==> src/verilog/dnn_mem_pkg.sv <==
package dnn_mem_pkg;

    localparam int ADDR_WIDTH = 32;
    localparam int DATA_WIDTH = 32;
    localparam int NUM_BYTE   = DATA_WIDTH / 8;

    // Word address to byte address shift
    localparam int ADDR_MODE  = 2;

    // BRAM read latency in cycles
    localparam int MEM_DELAY  = 1;

    // Unpack buffer depth and the fill level above which reads pause
    localparam int CONCAT_BYTES = 16;
    localparam int STALL_FILL   = CONCAT_BYTES - NUM_BYTE * (MEM_DELAY + 2);

    typedef logic [ADDR_WIDTH-1:0] word_addr_t;
    typedef logic [DATA_WIDTH-1:0] mem_word_t;

endpackage

==> src/verilog/dnn_geom_pkg.sv <==
package dnn_geom_pkg;

    // Pixel layout, one byte per channel
    localparam int BIT_WIDTH   = 8;
    localparam int NUM_CHANNEL = 3;
    localparam int PIXEL_WIDTH = BIT_WIDTH * NUM_CHANNEL;

    // Channel 0 in the lowest byte
    typedef logic [PIXEL_WIDTH-1:0] pixel_t;

    // Holds 7 kernel lines of full-scale channel sums
    localparam int PSUM_WIDTH = 16;
    typedef logic [PSUM_WIDTH-1:0] psum_t;

    // Map size limits
    localparam int MAX_WIDTH  = 32;
    localparam int MAX_KERNEL = 7;
    localparam int DIM_WIDTH  = 6;
    localparam int COL_BITS   = $clog2(MAX_WIDTH);

    // Width, height, row, column and kernel-line counts
    typedef logic [DIM_WIDTH-1:0] dim_t;

endpackage
==> src/verilog/dnn_accelerator_core.sv <==
`timescale 1ns/100ps

module dnn_accelerator_core (
    input  logic                               clk,
    input  logic                               i_arst_n,
    input  logic                               i_start,
    input  dnn_geom_pkg::dim_t                 i_conf_width,
    input  dnn_geom_pkg::dim_t                 i_conf_height,
    input  dnn_geom_pkg::dim_t                 i_conf_kernel_h,

    output logic [dnn_mem_pkg::ADDR_WIDTH-1:0] o_mem_addr_0,
    output logic                               o_mem_enb_0,
    output logic                               o_mem_rst_0,
    input  dnn_mem_pkg::mem_word_t             i_mem_odat_0,

    output logic [dnn_mem_pkg::ADDR_WIDTH-1:0] o_mem_addr_1,
    output dnn_mem_pkg::mem_word_t             o_mem_idat_1,
    output logic [dnn_mem_pkg::NUM_BYTE-1:0]   o_mem_wren_1,
    output logic                               o_mem_enb_1,

    output logic [dnn_mem_pkg::ADDR_WIDTH-1:0] o_mem_addr_2,
    output dnn_mem_pkg::mem_word_t             o_mem_idat_2,
    output logic [dnn_mem_pkg::NUM_BYTE-1:0]   o_mem_wren_2,
    output logic                               o_mem_enb_2,

    output logic                               o_busy,
    output logic                               o_done
);

    import dnn_geom_pkg::*;
    import dnn_mem_pkg::*;

    logic       datareq_rden;
    word_addr_t datareq_addr;
    logic       concat_stall;
    mem_word_t  rdctrl_odat;
    logic       rdctrl_oval;
    pixel_t     concat_pixel;
    logic       concat_pval;
    psum_t      accum_psum;
    logic       accum_vld;
    logic       accum_row_last;
    logic       writer_done;

    //////////////////////////////////////////////////////////////////////
    // Input side

    data_req data_req_inst (
        .clk             (clk),
        .i_arst_n        (i_arst_n),
        .i_start         (i_start),
        .i_stall         (concat_stall),
        .i_done          (writer_done),
        .i_conf_width    (i_conf_width),
        .i_conf_height   (i_conf_height),
        .i_conf_kernel_h (i_conf_kernel_h),
        .o_rden          (datareq_rden),
        .o_addr          (datareq_addr),
        .o_busy          (o_busy)
    );

    bram_rd_ctrl #(
        .MEM_DELAY (MEM_DELAY)
    ) data_bram_ctrl_inst (
        .clk        (clk),
        .i_arst_n   (i_arst_n),
        .i_rden     (datareq_rden),
        .i_addr     (datareq_addr),
        .i_mem_odat (i_mem_odat_0),
        .o_mem_addr (o_mem_addr_0),
        .o_mem_enb  (o_mem_enb_0),
        .o_mem_rst  (o_mem_rst_0),
        .o_odat     (rdctrl_odat),
        .o_oval     (rdctrl_oval)
    );

    //////////////////////////////////////////////////////////////////////
    // Processing

    pixel_concat pixel_concat_inst (
        .clk      (clk),
        .i_arst_n (i_arst_n),
        .i_idat   (rdctrl_odat),
        .i_ival   (rdctrl_oval),
        .o_pixel  (concat_pixel),
        .o_pval   (concat_pval),
        .o_stall  (concat_stall)
    );

    line_psum_accum line_psum_accum_inst (
        .clk             (clk),
        .i_arst_n        (i_arst_n),
        .i_start         (i_start),
        .i_pixel         (concat_pixel),
        .i_pval          (concat_pval),
        .i_conf_width    (i_conf_width),
        .i_conf_kernel_h (i_conf_kernel_h),
        .o_psum          (accum_psum),
        .o_psum_vld      (accum_vld),
        .o_row_last      (accum_row_last)
    );

    //////////////////////////////////////////////////////////////////////
    // Output side, ping-pong banks

    psum_bank_writer psum_bank_writer_inst (
        .clk             (clk),
        .i_arst_n        (i_arst_n),
        .i_start         (i_start),
        .i_psum          (accum_psum),
        .i_psum_vld      (accum_vld),
        .i_row_last      (accum_row_last),
        .i_conf_height   (i_conf_height),
        .i_conf_kernel_h (i_conf_kernel_h),
        .o_mem_addr_1    (o_mem_addr_1),
        .o_mem_idat_1    (o_mem_idat_1),
        .o_mem_wren_1    (o_mem_wren_1),
        .o_mem_enb_1     (o_mem_enb_1),
        .o_mem_addr_2    (o_mem_addr_2),
        .o_mem_idat_2    (o_mem_idat_2),
        .o_mem_wren_2    (o_mem_wren_2),
        .o_mem_enb_2     (o_mem_enb_2),
        .o_done          (writer_done)
    );

    assign o_done = writer_done;

endmodule

==> src/verilog/psum_bank_writer.sv <==
`timescale 1ns/100ps

module psum_bank_writer (
    input  logic                               clk,
    input  logic                               i_arst_n,
    input  logic                               i_start,
    input  dnn_geom_pkg::psum_t                i_psum,
    input  logic                               i_psum_vld,
    input  logic                               i_row_last,
    input  dnn_geom_pkg::dim_t                 i_conf_height,
    input  dnn_geom_pkg::dim_t                 i_conf_kernel_h,
    output logic [dnn_mem_pkg::ADDR_WIDTH-1:0] o_mem_addr_1,
    output dnn_mem_pkg::mem_word_t             o_mem_idat_1,
    output logic [dnn_mem_pkg::NUM_BYTE-1:0]   o_mem_wren_1,
    output logic                               o_mem_enb_1,
    output logic [dnn_mem_pkg::ADDR_WIDTH-1:0] o_mem_addr_2,
    output dnn_mem_pkg::mem_word_t             o_mem_idat_2,
    output logic [dnn_mem_pkg::NUM_BYTE-1:0]   o_mem_wren_2,
    output logic                               o_mem_enb_2,
    output logic                               o_done
);

    import dnn_geom_pkg::*;
    import dnn_mem_pkg::*;

    dim_t       x_cnt;
    dim_t       rows_done;
    dim_t       last_row;
    logic       bank_q;
    logic       last_q;
    logic       wr_1_q;
    logic       wr_2_q;
    word_addr_t wr_addr_q;
    mem_word_t  wr_dat_q;

    assign last_row = i_conf_height - i_conf_kernel_h;

    always_ff @(posedge clk or negedge i_arst_n) begin
        if (!i_arst_n) begin
            x_cnt     <= '0;
            rows_done <= '0;
            bank_q    <= 1'b0;
            last_q    <= 1'b0;
            wr_1_q    <= 1'b0;
            wr_2_q    <= 1'b0;
            o_done    <= 1'b0;
        end else begin
            // Even rows to bank 1, odd rows to bank 2
            wr_1_q <= i_psum_vld && !bank_q;
            wr_2_q <= i_psum_vld && bank_q;
            last_q <= i_psum_vld && i_row_last && (rows_done == last_row);
            o_done <= last_q;
            if (i_start) begin
                x_cnt     <= '0;
                rows_done <= '0;
                bank_q    <= 1'b0;
            end else if (i_psum_vld) begin
                if (i_row_last) begin
                    x_cnt     <= '0;
                    bank_q    <= ~bank_q;
                    rows_done <= rows_done + dim_t'(1);
                end else begin
                    x_cnt <= x_cnt + dim_t'(1);
                end
            end
        end
    end

    always_ff @(posedge clk) begin
        if (i_psum_vld) begin
            wr_addr_q <= word_addr_t'(x_cnt) << ADDR_MODE;
            wr_dat_q  <= mem_word_t'(i_psum);
        end
    end

    assign o_mem_addr_1 = wr_addr_q;
    assign o_mem_idat_1 = wr_dat_q;
    assign o_mem_wren_1 = {NUM_BYTE{wr_1_q}};
    assign o_mem_enb_1  = wr_1_q;

    assign o_mem_addr_2 = wr_addr_q;
    assign o_mem_idat_2 = wr_dat_q;
    assign o_mem_wren_2 = {NUM_BYTE{wr_2_q}};
    assign o_mem_enb_2  = wr_2_q;

endmodule

==> src/verilog/line_psum_accum.sv <==
`timescale 1ns/100ps

module line_psum_accum (
    input  logic                 clk,
    input  logic                 i_arst_n,
    input  logic                 i_start,
    input  dnn_geom_pkg::pixel_t i_pixel,
    input  logic                 i_pval,
    input  dnn_geom_pkg::dim_t   i_conf_width,
    input  dnn_geom_pkg::dim_t   i_conf_kernel_h,
    output dnn_geom_pkg::psum_t  o_psum,
    output logic                 o_psum_vld,
    output logic                 o_row_last
);

    import dnn_geom_pkg::*;

    psum_t row_buf [MAX_WIDTH];
    dim_t  col_cnt;
    dim_t  kline_cnt;
    psum_t chan_sum;
    psum_t acc;
    logic  col_end;
    logic  kline_last;

    // Channel sum of the incoming pixel
    always_comb begin
        chan_sum = '0;
        for (int c = 0; c < NUM_CHANNEL; c++) begin
            chan_sum = chan_sum + psum_t'(i_pixel[c*BIT_WIDTH +: BIT_WIDTH]);
        end
    end

    // First kernel line overwrites the row buffer
    assign acc = (kline_cnt == '0) ? chan_sum
                                   : row_buf[col_cnt[COL_BITS-1:0]] + chan_sum;

    assign col_end    = (col_cnt == i_conf_width - dim_t'(1));
    assign kline_last = (kline_cnt == i_conf_kernel_h - dim_t'(1));

    always_ff @(posedge clk or negedge i_arst_n) begin
        if (!i_arst_n) begin
            col_cnt    <= '0;
            kline_cnt  <= '0;
            o_psum_vld <= 1'b0;
            o_row_last <= 1'b0;
        end else begin
            o_psum_vld <= i_pval && kline_last;
            o_row_last <= i_pval && kline_last && col_end;
            if (i_start) begin
                col_cnt   <= '0;
                kline_cnt <= '0;
            end else if (i_pval) begin
                if (col_end) begin
                    col_cnt   <= '0;
                    kline_cnt <= kline_last ? '0 : kline_cnt + dim_t'(1);
                end else begin
                    col_cnt <= col_cnt + dim_t'(1);
                end
            end
        end
    end

    always_ff @(posedge clk) begin
        if (i_pval) begin
            row_buf[col_cnt[COL_BITS-1:0]] <= acc;
            o_psum                         <= acc;
        end
    end

endmodule

==> src/verilog/pixel_concat.sv <==
`timescale 1ns/100ps

module pixel_concat (
    input  logic                   clk,
    input  logic                   i_arst_n,
    input  dnn_mem_pkg::mem_word_t i_idat,
    input  logic                   i_ival,
    output dnn_geom_pkg::pixel_t   o_pixel,
    output logic                   o_pval,
    output logic                   o_stall
);

    import dnn_geom_pkg::*;
    import dnn_mem_pkg::*;

    typedef logic [8*CONCAT_BYTES-1:0]          buf_t;
    typedef logic [$clog2(CONCAT_BYTES+1)-1:0]  fill_t;

    buf_t  buf_q;
    buf_t  shifted;
    buf_t  keep_mask;
    buf_t  buf_d;
    fill_t fill_q;
    fill_t fill_rem;
    fill_t fill_d;
    logic  take;

    //////////////////////////////////////////////////////////////////////
    // Byte queue, oldest byte at bit 0

    always_comb begin
        take     = (fill_q >= fill_t'(NUM_CHANNEL));
        shifted  = take ? (buf_q >> PIXEL_WIDTH) : buf_q;
        fill_rem = take ? (fill_q - fill_t'(NUM_CHANNEL)) : fill_q;
        // Clear everything above the valid bytes
        keep_mask = ~({(8*CONCAT_BYTES){1'b1}} << {fill_rem, 3'b000});
        buf_d     = shifted & keep_mask;
        fill_d    = fill_rem;
        if (i_ival) begin
            buf_d  = buf_d | (buf_t'(i_idat) << {fill_rem, 3'b000});
            fill_d = fill_rem + fill_t'(NUM_BYTE);
        end
    end

    always_ff @(posedge clk or negedge i_arst_n) begin
        if (!i_arst_n) begin
            fill_q <= '0;
            o_pval <= 1'b0;
        end else begin
            fill_q <= fill_d;
            o_pval <= take;
        end
    end

    always_ff @(posedge clk) begin
        buf_q <= buf_d;
        if (take) begin
            o_pixel <= buf_q[PIXEL_WIDTH-1:0];
        end
    end

    // Leaves room for words already in flight
    assign o_stall = (fill_q > fill_t'(STALL_FILL));

endmodule

==> src/verilog/bram_rd_ctrl.sv <==
`timescale 1ns/100ps

module bram_rd_ctrl #(
    parameter int MEM_DELAY = dnn_mem_pkg::MEM_DELAY
) (
    input  logic                               clk,
    input  logic                               i_arst_n,
    input  logic                               i_rden,
    input  dnn_mem_pkg::word_addr_t            i_addr,
    input  dnn_mem_pkg::mem_word_t             i_mem_odat,
    output logic [dnn_mem_pkg::ADDR_WIDTH-1:0] o_mem_addr,
    output logic                               o_mem_enb,
    output logic                               o_mem_rst,
    output dnn_mem_pkg::mem_word_t             o_odat,
    output logic                               o_oval
);

    import dnn_mem_pkg::*;

    // One bit per cycle of read latency
    logic [MEM_DELAY-1:0] vld_sr;

    always_ff @(posedge clk or negedge i_arst_n) begin
        if (!i_arst_n) begin
            o_mem_enb <= 1'b0;
            vld_sr    <= '0;
        end else begin
            o_mem_enb <= i_rden;
            vld_sr[0] <= o_mem_enb;
            for (int i = 1; i < MEM_DELAY; i++) begin
                vld_sr[i] <= vld_sr[i-1];
            end
        end
    end

    // BRAM takes byte addresses
    always_ff @(posedge clk) begin
        if (i_rden) begin
            o_mem_addr <= i_addr << ADDR_MODE;
        end
    end

    assign o_mem_rst = ~i_arst_n;
    assign o_odat    = i_mem_odat;
    assign o_oval    = vld_sr[MEM_DELAY-1];

endmodule

==> src/verilog/data_req.sv <==
`timescale 1ns/100ps

module data_req (
    input  logic                    clk,
    input  logic                    i_arst_n,
    input  logic                    i_start,
    input  logic                    i_stall,
    input  logic                    i_done,
    input  dnn_geom_pkg::dim_t      i_conf_width,
    input  dnn_geom_pkg::dim_t      i_conf_height,
    input  dnn_geom_pkg::dim_t      i_conf_kernel_h,
    output logic                    o_rden,
    output dnn_mem_pkg::word_addr_t o_addr,
    output logic                    o_busy
);

    import dnn_geom_pkg::*;
    import dnn_mem_pkg::*;

    logic [7:0] width_x3;
    dim_t       words_per_line;
    dim_t       last_row;
    word_addr_t wpl_ext;

    logic       req_act_q;
    logic       run_q;
    dim_t       word_cnt;
    dim_t       line_cnt;
    dim_t       row_cnt;
    word_addr_t row_base;
    word_addr_t line_base;

    logic       word_end;
    logic       line_end;
    logic       row_end;

    // 3 bytes per pixel packed into 4-byte words
    assign width_x3       = {2'b00, i_conf_width} + {1'b0, i_conf_width, 1'b0};
    assign words_per_line = width_x3[7:2];
    assign last_row       = i_conf_height - i_conf_kernel_h;
    assign wpl_ext        = word_addr_t'(words_per_line);

    assign word_end = (word_cnt == words_per_line - dim_t'(1));
    assign line_end = (line_cnt == i_conf_kernel_h - dim_t'(1));
    assign row_end  = (row_cnt == last_row);

    //////////////////////////////////////////////////////////////////////
    // Row / kernel line / word walk

    always_ff @(posedge clk or negedge i_arst_n) begin
        if (!i_arst_n) begin
            req_act_q <= 1'b0;
            run_q     <= 1'b0;
            word_cnt  <= '0;
            line_cnt  <= '0;
            row_cnt   <= '0;
            row_base  <= '0;
            line_base <= '0;
        end else if (i_start) begin
            req_act_q <= 1'b1;
            run_q     <= 1'b1;
            word_cnt  <= '0;
            line_cnt  <= '0;
            row_cnt   <= '0;
            row_base  <= '0;
            line_base <= '0;
        end else begin
            // Held past the last read until the final bank write
            if (i_done) begin
                run_q <= 1'b0;
            end
            if (o_rden) begin
                if (!word_end) begin
                    word_cnt <= word_cnt + dim_t'(1);
                end else begin
                    word_cnt <= '0;
                    if (!line_end) begin
                        line_cnt  <= line_cnt + dim_t'(1);
                        line_base <= line_base + wpl_ext;
                    end else begin
                        // Next output row starts one input line lower
                        line_cnt  <= '0;
                        row_cnt   <= row_cnt + dim_t'(1);
                        row_base  <= row_base + wpl_ext;
                        line_base <= row_base + wpl_ext;
                        if (row_end) begin
                            req_act_q <= 1'b0;
                        end
                    end
                end
            end
        end
    end

    assign o_rden = req_act_q && !i_stall;
    assign o_addr = line_base + word_addr_t'(word_cnt);
    assign o_busy = run_q;

endmodule

==> config.mk <==
export PLATFORM = sky130hd
export DESIGN_NAME = dnn_accelerator_core
export DESIGN_NICKNAME = d
export VERILOG_FILES = /design/src/verilog/dnn_mem_pkg.sv /design/src/verilog/dnn_geom_pkg.sv /design/src/verilog/dnn_accelerator_core.sv /design/src/verilog/psum_bank_writer.sv /design/src/verilog/line_psum_accum.sv /design/src/verilog/pixel_concat.sv /design/src/verilog/bram_rd_ctrl.sv /design/src/verilog/data_req.sv
export SDC_FILE = /design/constraint.sdc
export NUM_CORES = 1
export LEC_CHECK = 0
export BUFFER_PORTS_ARGS = -buffer_cell sky130_fd_sc_hd__buf_2
export CAP_MARGIN = 20
export CORE_UTILIZATION = 42
export CTS_CLUSTER_SIZE = 14
export DETAILED_ROUTE_END_ITERATION = 12
export GPL_TIMING_DRIVEN = 1
export PLACE_DENSITY = 0.69
export SETUP_SLACK_MARGIN = 0.3
export SLEW_MARGIN = 0
export SYNTH_ARGS = -nofsm -noshare
export SYNTH_HDL_FRONTEND = slang
export SYNTH_SLANG_ARGS = --single-unit
==> constraint.sdc <==
create_clock -name clk -period 6.1 [get_ports clk]
set_input_delay 0.61 -clock clk [delete_from_list [all_inputs] [get_ports clk]]
set_output_delay 0.61 -clock clk [all_outputs]
set_load 0.05 [all_outputs]
# Yosys cells after proc, flatten, opt, wreduce, memory -nomap -nowiden
# Memory sizes are Yosys's and may differ from the RTL's.
# Cells that the tools add are included.
# op_classes
n_lt_le_gt_ge	2
mux	49
shift	2
n_addsub	20
n_bitwise	5
eq_ne	6
reduce_logical	24
# ops
op	n
$mux W128	2
$mux W32	8
$mux W6	24
$and A128 B128 Y128	1
$not A128 Y128	1
$or A128 B128 Y128	1
$shl A128 B8 Y128 const A	1
$shl A32 B8 Y128	1
$add A32 B6 Y32	2
$add A6 B1 Y6 const B	7
$eq A6 B6 Y1	6
$add A30 B6 Y30	1
$reduce_bool A2 Y1	9
$sub A6 B1 Y6 const B	3
$add A16 B16 Y16	1
$add A16 B8 Y16	1
$mux W16	1
$mux W1	12
$mux W5	2
$add A8 B8 Y9	1
$add A6 B7 Y8	1
$logic_and A1 B1 Y1	7
$logic_not A6 Y1	1
$reduce_and A2 Y1	3
other kinds (9)	11
# totals
n_memories	1
regBits	343
mem_bits_rw	512
elab_cells	137
# mem_list
memory	depth	width	rd	rd_ports_with_merged_regs	write_ports	line	text
line_psum_accum_inst.row_buf	32	16	1	0	1	line_psum_accum.sv:18	psum_t row_buf [MAX_WIDTH];

# Depth between registers and ports, before layout
# Gate-level depths: netlist (run 1).
# logic_depth
depth_word	7
mapped_depth	21
ltp_nobuf	21

# Cells and area by module
# From an unflattened synthesis (run 1), not the netlist that was laid out.
# unflattened
hier_cells	3151
area_unflattened_um2	40717.8
# modules_own_cells
module	seq_area_each_um2	area_per_inst_um2	n_inst	cells_each
line_psum_accum	16205.5	22197.5	1	1187
pixel_concat	3433.3	7811.2	1	807
data_req	2102.0	6924.1	1	842
psum_bank_writer	1086.0	2571.2	1	247
bram_rd_ctrl	950.9	1213.7	1	68

# Worst setup path before layout (run 1)
# No wires, ideal clock.
# synth_timing
path_type	reg2reg
startpoint	reg line_psum_accum_inst.col_cnt[0]
endpoint	reg line_psum_accum_inst.o_psum[11] (data pin)
path_buffers	6
slack_ns	0.200
required_ns	5.745
stages_incl_launch_ff	18
synth_period_minus_slack_ns	5.900
setup_time_ns	0.355
arrival_ns	5.544
path_cell_list	dfrtp_1 -> buf_2 -> buf_4 -> buf_4 -> buf_2 -> buf_2 -> buf_2 -> mux4_2 -> a22oi_1 -> nand4_1 -> ha_1 -> o21a_1 -> a2111oi_0 -> nor3_1 -> a2111oi_0 -> or2_2 -> xor2_1 -> nor2_1
# synth_via
elab_chain_len	3
# synth_lines
element	line	text
start: declaration	line_psum_accum.sv:19	dim_t col_cnt;
start signal: assignment	line_psum_accum.sv:58	col_cnt <= col_cnt + dim_t'(1);
$mem_v2 Z32 W16	-	
$add A16 B16 Y16	line_psum_accum.sv:36	: row_buf[col_cnt[COL_BITS-1:0]] + chan_sum;
$mux W16	line_psum_accum.sv:35	assign acc = (kline_cnt == '0) ? chan_sum
net line_psum_accum_inst.acc[11]	line_psum_accum.sv:22	psum_t acc;
end signal: assignment	line_psum_accum.sv:67	o_psum <= acc;
end: declaration	line_psum_accum.sv:11	output dnn_geom_pkg::psum_t o_psum,
# The timed path passes the listed nets, and every way through them passes these cells.
# A chain may end at the register's enable or synchronous reset.

# Worst setup path after layout (run 1)
# layout_timing
startpoint	reg line_psum_accum_inst.col_cnt[0]
endpoint	mem line_psum_accum_inst.row_buf[10][11] in the netlist's numbering (data pin)
# layout_via
elab_chain_len	3
# layout_lines
element	line
$mem_v2 Z32 W16	-
$add A16 B16 Y16	line_psum_accum.sv:36
$mux W16	line_psum_accum.sv:35
net line_psum_accum_inst.acc[11]	line_psum_accum.sv:22
end: declaration	line_psum_accum.sv:18
# The timed path passes the listed nets, and every way through them passes these cells.

==> results of run 1 <==
-- Yosys cell counts (6+ instances only) --
cell,n
a31oi_1,14
nor2_1,192
nor3b_1,8
and3_1,27
nor2b_1,17
xor2_1,59
a21oi_1,92
o31ai_1,6
a221o_1,9
mux2_2,14
inv_1,79
dfrtp_1,119
buf_4,123
ha_1,80
edfxtp_1,604
mux2_1,6
and4_1,6
nor4_1,18
nand4_1,44
o32ai_1,8
or2_2,8
a32oi_1,8
dfxtp_1,128
mux4_2,128
o21bai_1,11
and2_1,9
clkbuf_1,86
buf_2,21
o22ai_1,85
a21o_1,13
xnor2_1,93
a211oi_1,18
nand2_1,188
nand3_1,58
mux2i_1,134
o21a_1,14
or3_1,8
a22oi_1,57
nor3_1,47
buf_1,20
or4_1,8
fa_1,8
o22a_1,16
a22o_1,10
o21ai_0,84
-- kinds of logic (layout without fill, tap and decap cells) --
logic type,count (synthesis),after routing,synth area share (%)
buffers and inverters,334,491,4.50
flip-flops,851,851,60.9
adder cells (fa/ha/maj),88,88,2.99
AND/OR/NAND/NOR,658,658,8.03
AO/OA/AOI/OAI,493,493,8.55
XOR/XNOR,155,155,3.60
multiplexers,282,282,11.4
other,1,86,0.00964
-- final cells by class --
| class | instances | share of cell area, % |
|---|---|---|
| Inverter | 83 | 0.711 |
| Clock buffer | 102 | 5.10 |
| Tap cell | 1186 | 3.39 |
| Timing Repair Buffer | 248 | 3.59 |
| Clock inverter | 58 | 1.54 |
| Multi-Input combinational cell | 1762 | 31.6 |
| Sequential cell | 851 | 54.0 |
-- worst min path at each step --
stage | start | to | slack, ns | depth (start not counted)
2_1_floorplan | i_arst_n | data_bram_ctrl_inst.o_mem_enb$_DFF_PN0_ | 0.31 | 0
3_3_place_gp | psum_bank_writer_inst.last_q$_DFF_PN0_ | psum_bank_writer_inst.o_done$_DFF_PN0_ | 0.34 | 0
3_5_place_dp | psum_bank_writer_inst.last_q$_DFF_PN0_ | psum_bank_writer_inst.o_done$_DFF_PN0_ | 0.34 | 0
4_1_cts | i_mem_odat_0[0] | pixel_concat_inst.buf_q[64]$_DFF_P_ | 0.26 | 2
5_1_grt | i_mem_odat_0[4] | pixel_concat_inst.buf_q[68]$_DFF_P_ | 0.28 | 2
6_report | i_mem_odat_0[0] | pixel_concat_inst.buf_q[64]$_DFF_P_ | 0.28 | 2
-- flip-flops by register name (all words and copies together), names as in the netlist, 5 cells and up --
| signal | flops |
|---|---|
| line_psum_accum_inst.row_buf | 512 |
| pixel_concat_inst.buf_q | 128 |
| data_bram_ctrl_inst.o_mem_addr | 30 |
| data_req_inst.line_base | 30 |
| data_req_inst.row_base | 30 |
| pixel_concat_inst.o_pixel | 24 |
| line_psum_accum_inst.o_psum | 16 |
| psum_bank_writer_inst.o_mem_idat_1 | 16 |
| data_req_inst.line_cnt | 6 |
| data_req_inst.row_cnt | 6 |
| data_req_inst.word_cnt | 6 |
| line_psum_accum_inst.col_cnt | 6 |
| line_psum_accum_inst.kline_cnt | 6 |
| psum_bank_writer_inst.o_mem_addr_1 | 6 |
| psum_bank_writer_inst.rows_done | 6 |
| psum_bank_writer_inst.x_cnt | 6 |
| pixel_concat_inst.fill_q | 5 |
-- stage by stage --
stage / std cells / hold slack, ns
2_1_floorplan: 2947 / 0.314
3_3_place_gp: 4126 / 0.343
3_5_place_dp: 4126 / 0.343
4_1_cts: 4287 / 0.256
5_1_grt: 4290 / 0.275
6_report: 4290 / 0.278
-- cell usage in the layout (no fill, tap or decap), drive strengths merged, types with 59 or more instances in the layout --
cell      n
mux4    128
nor2    192
nand2   189
dfxtp   128
o21ai    86
buf     247
edfxtp  604
xnor2    93
o22ai    85
conb     86
xor2     59
clkbuf  102
dfrtp   119
a21oi    92
ha       80
inv      82
mux2i   134
-- timing repair --
item / 4_1_cts / 5_1_grt
hold buffers: 1 / 0
gates resized for setup: 0 / 0
hold endpoints to repair: 56 / 0
-- per-layer routing --
layer,up-vias,routed length (µm)
li1,11000,-
met1,12300,42300
met2,1154,45100
met3,175,8350
met4,4,2390
met5,-,26
-- power by group --
part,leakage (nW),internal [W],switching (W)
Sequential,8.29,0.00913,0.000439
Clock,1.39,0.00312,0.00232
Combinational,6.14,0.00286,0.00671
==> impl_metrics.env, run 1 <==
export IMPL_status="finished, final reports clean"
export IMPL_reg2regPathDepth=17
export IMPL_die_h_um=306
export IMPL_worst_path_buf_inv=5
export IMPL_htreeDepth=3
export IMPL_worstPathArrival_ns=5.79
export IMPL_cap_viol_max_count=0
export IMPL_fin_crit_sh_pct=86.8
export IMPL_peakVddDrop_mv=0.632
export IMPL_synth_cell_types=84
export IMPL_total_power_w=0.0246
export IMPL_r2r_start="line_psum_accum_inst.col_cnt[0]$_DFFE_PN0P_"
export IMPL_crit_family="compound AO/OA/AOI/OAI gates"
export IMPL_cts_tree="yes"
export IMPL_synth_area_per_cell_um2=13.6
export IMPL_slowest_delay_ns=0.85
export IMPL_crit_fanout=33
export IMPL_rsz0062_at_grt="no"
export IMPL_synthToLayoutAreaGrowth_pct=12.7
export IMPL_final_area_mm2=0.0438
export IMPL_crit_slowest_cell="dfrtp_4"
export IMPL_yosysTopAreaCell="edfxtp_1"
export IMPL_diodes=0
export IMPL_rrSetupSlack_ns=0.80
export IMPL_vias=24700
export IMPL_routed_wl_um=98200
export IMPL_use_met2_pct=32.2
export IMPL_reg2reg_to="line_psum_accum_inst.row_buf[10][11]$_DFFE_PP_"
export IMPL_grt_overflow=0
export IMPL_place_hpwl_um=63900
export IMPL_cts_root_buffer="clkbuf_16"
export IMPL_clkLatencyLatePin_ns=0.66
export IMPL_ys_seq_elements=851
export IMPL_cts_setup_buffers=0
export IMPL_crit_end="line_psum_accum_inst.row_buf[10][11]$_DFFE_PP_"
export IMPL_placed_area_mm2=0.0409
export IMPL_setup_viol=0
export IMPL_fmax_ghz=0.189
export IMPL_regArea_mm2=0.0237
export IMPL_viasPerCell=5.75
export IMPL_report_final_slew_viol_count=0
export IMPL_required_ns=6.59
export IMPL_synth_top_cell_area_share_pct=46.6
export IMPL_timing_slew_headroom_pct=25.5
export IMPL_grt_met1_usage_pct=29.6
export IMPL_fin_nets=3173
export IMPL_grt_met3_usage_pct=3.85
export IMPL_critPathKind="register to register"
export IMPL_ant_nets=0
export IMPL_cts_made_buffers=86
export IMPL_fillers=7913
export IMPL_worstMarginPinSlew_ns=1.12
export IMPL_fin_ws_ns=0.803
export IMPL_hold_viol=0
export IMPL_crit_start="line_psum_accum_inst.col_cnt[0]$_DFFE_PN0P_"
export IMPL_clock_sinks=851
export IMPL_ys_flop_type="edfxtp_1"
export IMPL_grt_busiest_layer="met2"
export IMPL_cp_num_cells=17
export IMPL_grt_max_degree=80
export IMPL_fp_row_count=111
export IMPL_first_pass_iters=8
export IMPL_cts_path_max_buffers=3
export IMPL_synth_edf_count=604
export IMPL_p_per_area_mw_per_mm2=561
export IMPL_numPortBuffers=140
export IMPL_place_ws_ns=0.433
export IMPL_setup_tns_ns=0
export IMPL_worstPathCellList="mux4_2 > a22o_1 > nor4_1 > buf_4 > inv_1 > ha_1 > a21oi_1 > o21ai_0 > a2111oi_0 > buf_4 > nor3_1 > a2111oi_0 > buf_4 > or2_2 > xor2_1 > nor2_2 > buf_6"
export IMPL_grt_pass1_vias=23900
export IMPL_cp_end_kind="register"
export IMPL_core_region_area_mm2=0.0917
export IMPL_antenna_found_initial=3
export IMPL_wl_per_cell_um=22.9
export IMPL_period_minus_slack_ns=5.30
export IMPL_p_leak_nw=15.8
export IMPL_path_clk_slew_ns=0.06
export IMPL_hold_class="input port to register"
export IMPL_ys_seq_area_share_pct=60.9
export IMPL_path_common_cell="buf_4"
export IMPL_drc=0
export IMPL_final_util_pct=47.8
export IMPL_synth_area_leaders="edfxtp_1 (47%), dfrtp_1 (7.7%), mux4_2 (7.4%)"
export IMPL_gp_congestion=0.876
export IMPL_syn_area_mm2=0.0389
export IMPL_die_area_mm2=0.0938
export IMPL_initial_core_util_pct=42.4
export IMPL_drive_above_1_share_pct=18.2
export IMPL_async_flop_share_pct=14.0
export IMPL_multi_input_area_mm2=0.0139
export IMPL_io_pins=227
export IMPL_finClkSkew_ns=0.0326
export IMPL_drt_initial_drc_count=2669
export IMPL_ys_warn_count=0
export IMPL_grt_first_pass_wirelength_um=148000
export IMPL_syn_inst=2862
export IMPL_dieWidth_um=306
export IMPL_track_usage_pct=20.7
export IMPL_cp_start_kind="register"
Note: power is estimated with default switching activity, not from simulation.
==> run 2, diff against run 1 <==
ABC_AREA = 1   (was unset)
==> run 2 against run 1 <==
Net effect:
- synthesized cell count increased by 42%
- clock power about the same
- design area increased by 2.7%
- critical path type unchanged
- largest cell class unchanged
==> impl_metrics.env, run 2 <==
export IMPL_report_final_slew_viol_count=0
export IMPL_stdcell_count=5498
export IMPL_crit_slowest_cell="nor2_2"
export IMPL_ys_seq_elements=851
export IMPL_synth_area_per_cell_um2=9.93
export IMPL_period_minus_slack_ns=5.06
export IMPL_hold_viol=0
export IMPL_first_pass_iters=6
export IMPL_dieWidth_um=312
export IMPL_fmax_ghz=0.198
export IMPL_die_area_mm2=0.0971
export IMPL_dp_cells=5335
export IMPL_drt_initial_drc_count=3246
export IMPL_final_common_cell="nand2_1"
export IMPL_finClkSkew_ns=0.0222
export IMPL_cp_start_kind="register"
export IMPL_cts_root_buffer="clkbuf_16"
export IMPL_status="finished, final reports clean"
export IMPL_path_clk_slew_ns=0.06
export IMPL_wl_per_cell_um=19.3
export IMPL_final_cell_mix="nand2_1 (709), edfxtp_1 (604), nor2_1 (464)"
export IMPL_viasPerCell=5.46
export IMPL_fin_crit_sh_pct=82.9
export IMPL_grt_pass1_vias=27800
export IMPL_cts_path_max_buffers=3
export IMPL_path_common_cell="nand2_1"
export IMPL_cap_viol_max_count=0
export IMPL_gp_congestion=0.897
export IMPL_fillers=8709
export IMPL_clock_sinks=851
export IMPL_grt_first_pass_wirelength_um=163000
export IMPL_setup_tns_ns=0
export IMPL_track_usage_pct=21.5
export IMPL_synth_cell_types=59
export IMPL_p_per_area_mw_per_mm2=668
export IMPL_required_ns=6.60
export IMPL_place_hpwl_um=66900
export IMPL_synth_area_leaders="edfxtp_1 (45%), dfrtp_1 (7.4%), nand2_1 (6.6%)"
export IMPL_core_region_area_mm2=0.0950
export IMPL_largest_register_ffs=512
export IMPL_total_power_w=0.0301
export IMPL_syn_inst=4055
export IMPL_ys_warn_count=0
export IMPL_timing_slew_headroom_pct=18.3
export IMPL_clkLatencyLatePin_ns=0.66
export IMPL_numPortBuffers=140
export IMPL_drive_above_1_share_pct=12.9
export IMPL_cts_tree="yes"
export IMPL_setup_viol=0
export IMPL_ant_nets=0
export IMPL_drc=0
export IMPL_synth_edf_count=604
export IMPL_rsz0062_at_grt="no"
export IMPL_worstMarginPinSlew_ns=1.22
export IMPL_yosysTopAreaCell="edfxtp_1"
export IMPL_post_synth_top_count_cell="nand2_1"
export IMPL_fin_ws_ns=1.04
export IMPL_synth_top_cell_area_share_pct=45.0
export IMPL_place_ws_ns=0.824
export IMPL_async_flop_share_pct=14.0
export IMPL_cp_end_kind="register"
export IMPL_die_h_um=312
export IMPL_peakVddDrop_mv=0.987
export IMPL_hold_class="register to register"
export IMPL_p_leak_nw=17.8
export IMPL_synthToLayoutAreaGrowth_pct=11.8
export IMPL_initial_core_util_pct=42.4
export IMPL_grt_max_degree=119
export IMPL_fp_row_count=113
export IMPL_critPathKind="register to register"
export IMPL_syn_area_mm2=0.0403
export IMPL_routed_wl_um=106000
export IMPL_vias=30000
export IMPL_htreeDepth=3
export IMPL_synthTopCellsByCount="nand2_1 (709), edfxtp_1 (604), nor2_1 (468)"
export IMPL_grt_overflow=0
export IMPL_crit_fanout=20
export IMPL_ys_flop_type="edfxtp_1"
export IMPL_fin_nets=4306
export IMPL_worstPathArrival_ns=5.56
export IMPL_cts_made_buffers=88
export IMPL_ys_seq_area_share_pct=58.8
export IMPL_slowest_delay_ns=0.57
export IMPL_antenna_found_initial=4
export IMPL_io_pins=227
-- run 2: cell count changes after synthesis, moves of 68 or more --
cell      previous run  this run
nor2_1             192       468
inv_1               79       239
nand3_1             58       126
nand2_1            188       709
or2_2                8        84
o211ai_1             3        90
o21ai_1              2        88
mux2i_1            134         0
mux4_2             128         0
o21ai_0             84       447
-- run 2: final timing paths --
check	from	to	slack (ns)	depth (start not counted)
setup reg to reg	pixel_concat_inst.o_pixel[0]$_DFFE_PP_	line_psum_accum_inst.row_buf[31][14]$_DFFE_PP_	1.04	28
hold reg to reg	psum_bank_writer_inst.last_q$_DFF_PN0_	psum_bank_writer_inst.o_done$_DFF_PN0_	0.36	0
hold / removal	psum_bank_writer_inst.last_q$_DFF_PN0_	psum_bank_writer_inst.o_done$_DFF_PN0_	0.36	0
max in group asynchronous	i_arst_n	line_psum_accum_inst.col_cnt[1]$_DFFE_PN0P_	4.22	3
setup / recovery	pixel_concat_inst.o_pixel[0]$_DFFE_PP_	line_psum_accum_inst.row_buf[31][14]$_DFFE_PP_	1.04	28
min in group asynchronous	i_arst_n	data_req_inst.line_base[23]$_DFFE_PN0P_	0.49	2
-- run 2: cell families after synthesis --
| kind of cell | share of synthesized area, % |
|---|---|
| AND/OR/NAND/NOR | 15.6 |
| AO/OA/AOI/OAI | 13.7 |
| flip-flops | 58.8 |
| buffers and inverters | 6.68 |
| XOR/XNOR | 2.28 |
| adder cells (fa/ha/maj) | 2.88 |
| other | 0.00931 |
-- run 2: metal layers --
metal / vias to the layer above / track usage (%) / wire (µm)
met3: 178 / 3.37 / 8520
met4: 4 / 6.78 / 2840
met2: 1249 / 34.2 / 48400
met5: - / 0 / 23
li1: 14100 / - / -
met1: 14400 / 30.3 / 46500
-- run 2: what timing repair did --
item / in CTS / in global routing
setup endpoints to repair: 0 / 12
resized for setup: 0 / 1
setup buffers: 0 / 0
hold endpoints to repair: 56 / 0
hold buffers: 1 / 0
-- run 2: power by group --
part           internal [W]  switching, W
logic               0.00357        0.0104
registers            0.0103      0.000429
clock network       0.00312       0.00229
-- run 2: critical path, delay by kind of cell (launching register included) --
family / cells / cell delay (ns)
simple gates: 15 / 2.01
flops: 1 / 0.33
compound gates: 4 / 0.92
buf+inv: 5 / 0.48
fa+ha+maj: 4 / 1.18
-- run 2: area by class of cell --
type | instances | area [µm²] | area share, %
timing repair buffer | 239 | 1560 | 3.46
multi-input combinational | 2721 | 14300 | 31.8
sequential | 851 | 23700 | 52.6
tap | 1265 | 1580 | 3.52
clock inverter | 48 | 509 | 1.13
antenna | 1 | 2.50 | 0.00556
inverter | 264 | 1000 | 2.22
clock buffer | 109 | 2370 | 5.27
-- run 2: through the flow --
stage          area [µm²]  hold WS (ns)  util, %
2_1_floorplan       40600         0.314        -
3_3_place_gp        42000         0.340     44.2
3_5_place_dp        42100         0.342     44.3
4_1_cts             45000         0.360     47.3
5_1_grt             45000         0.378     47.4
6_report            45000         0.359     47.4
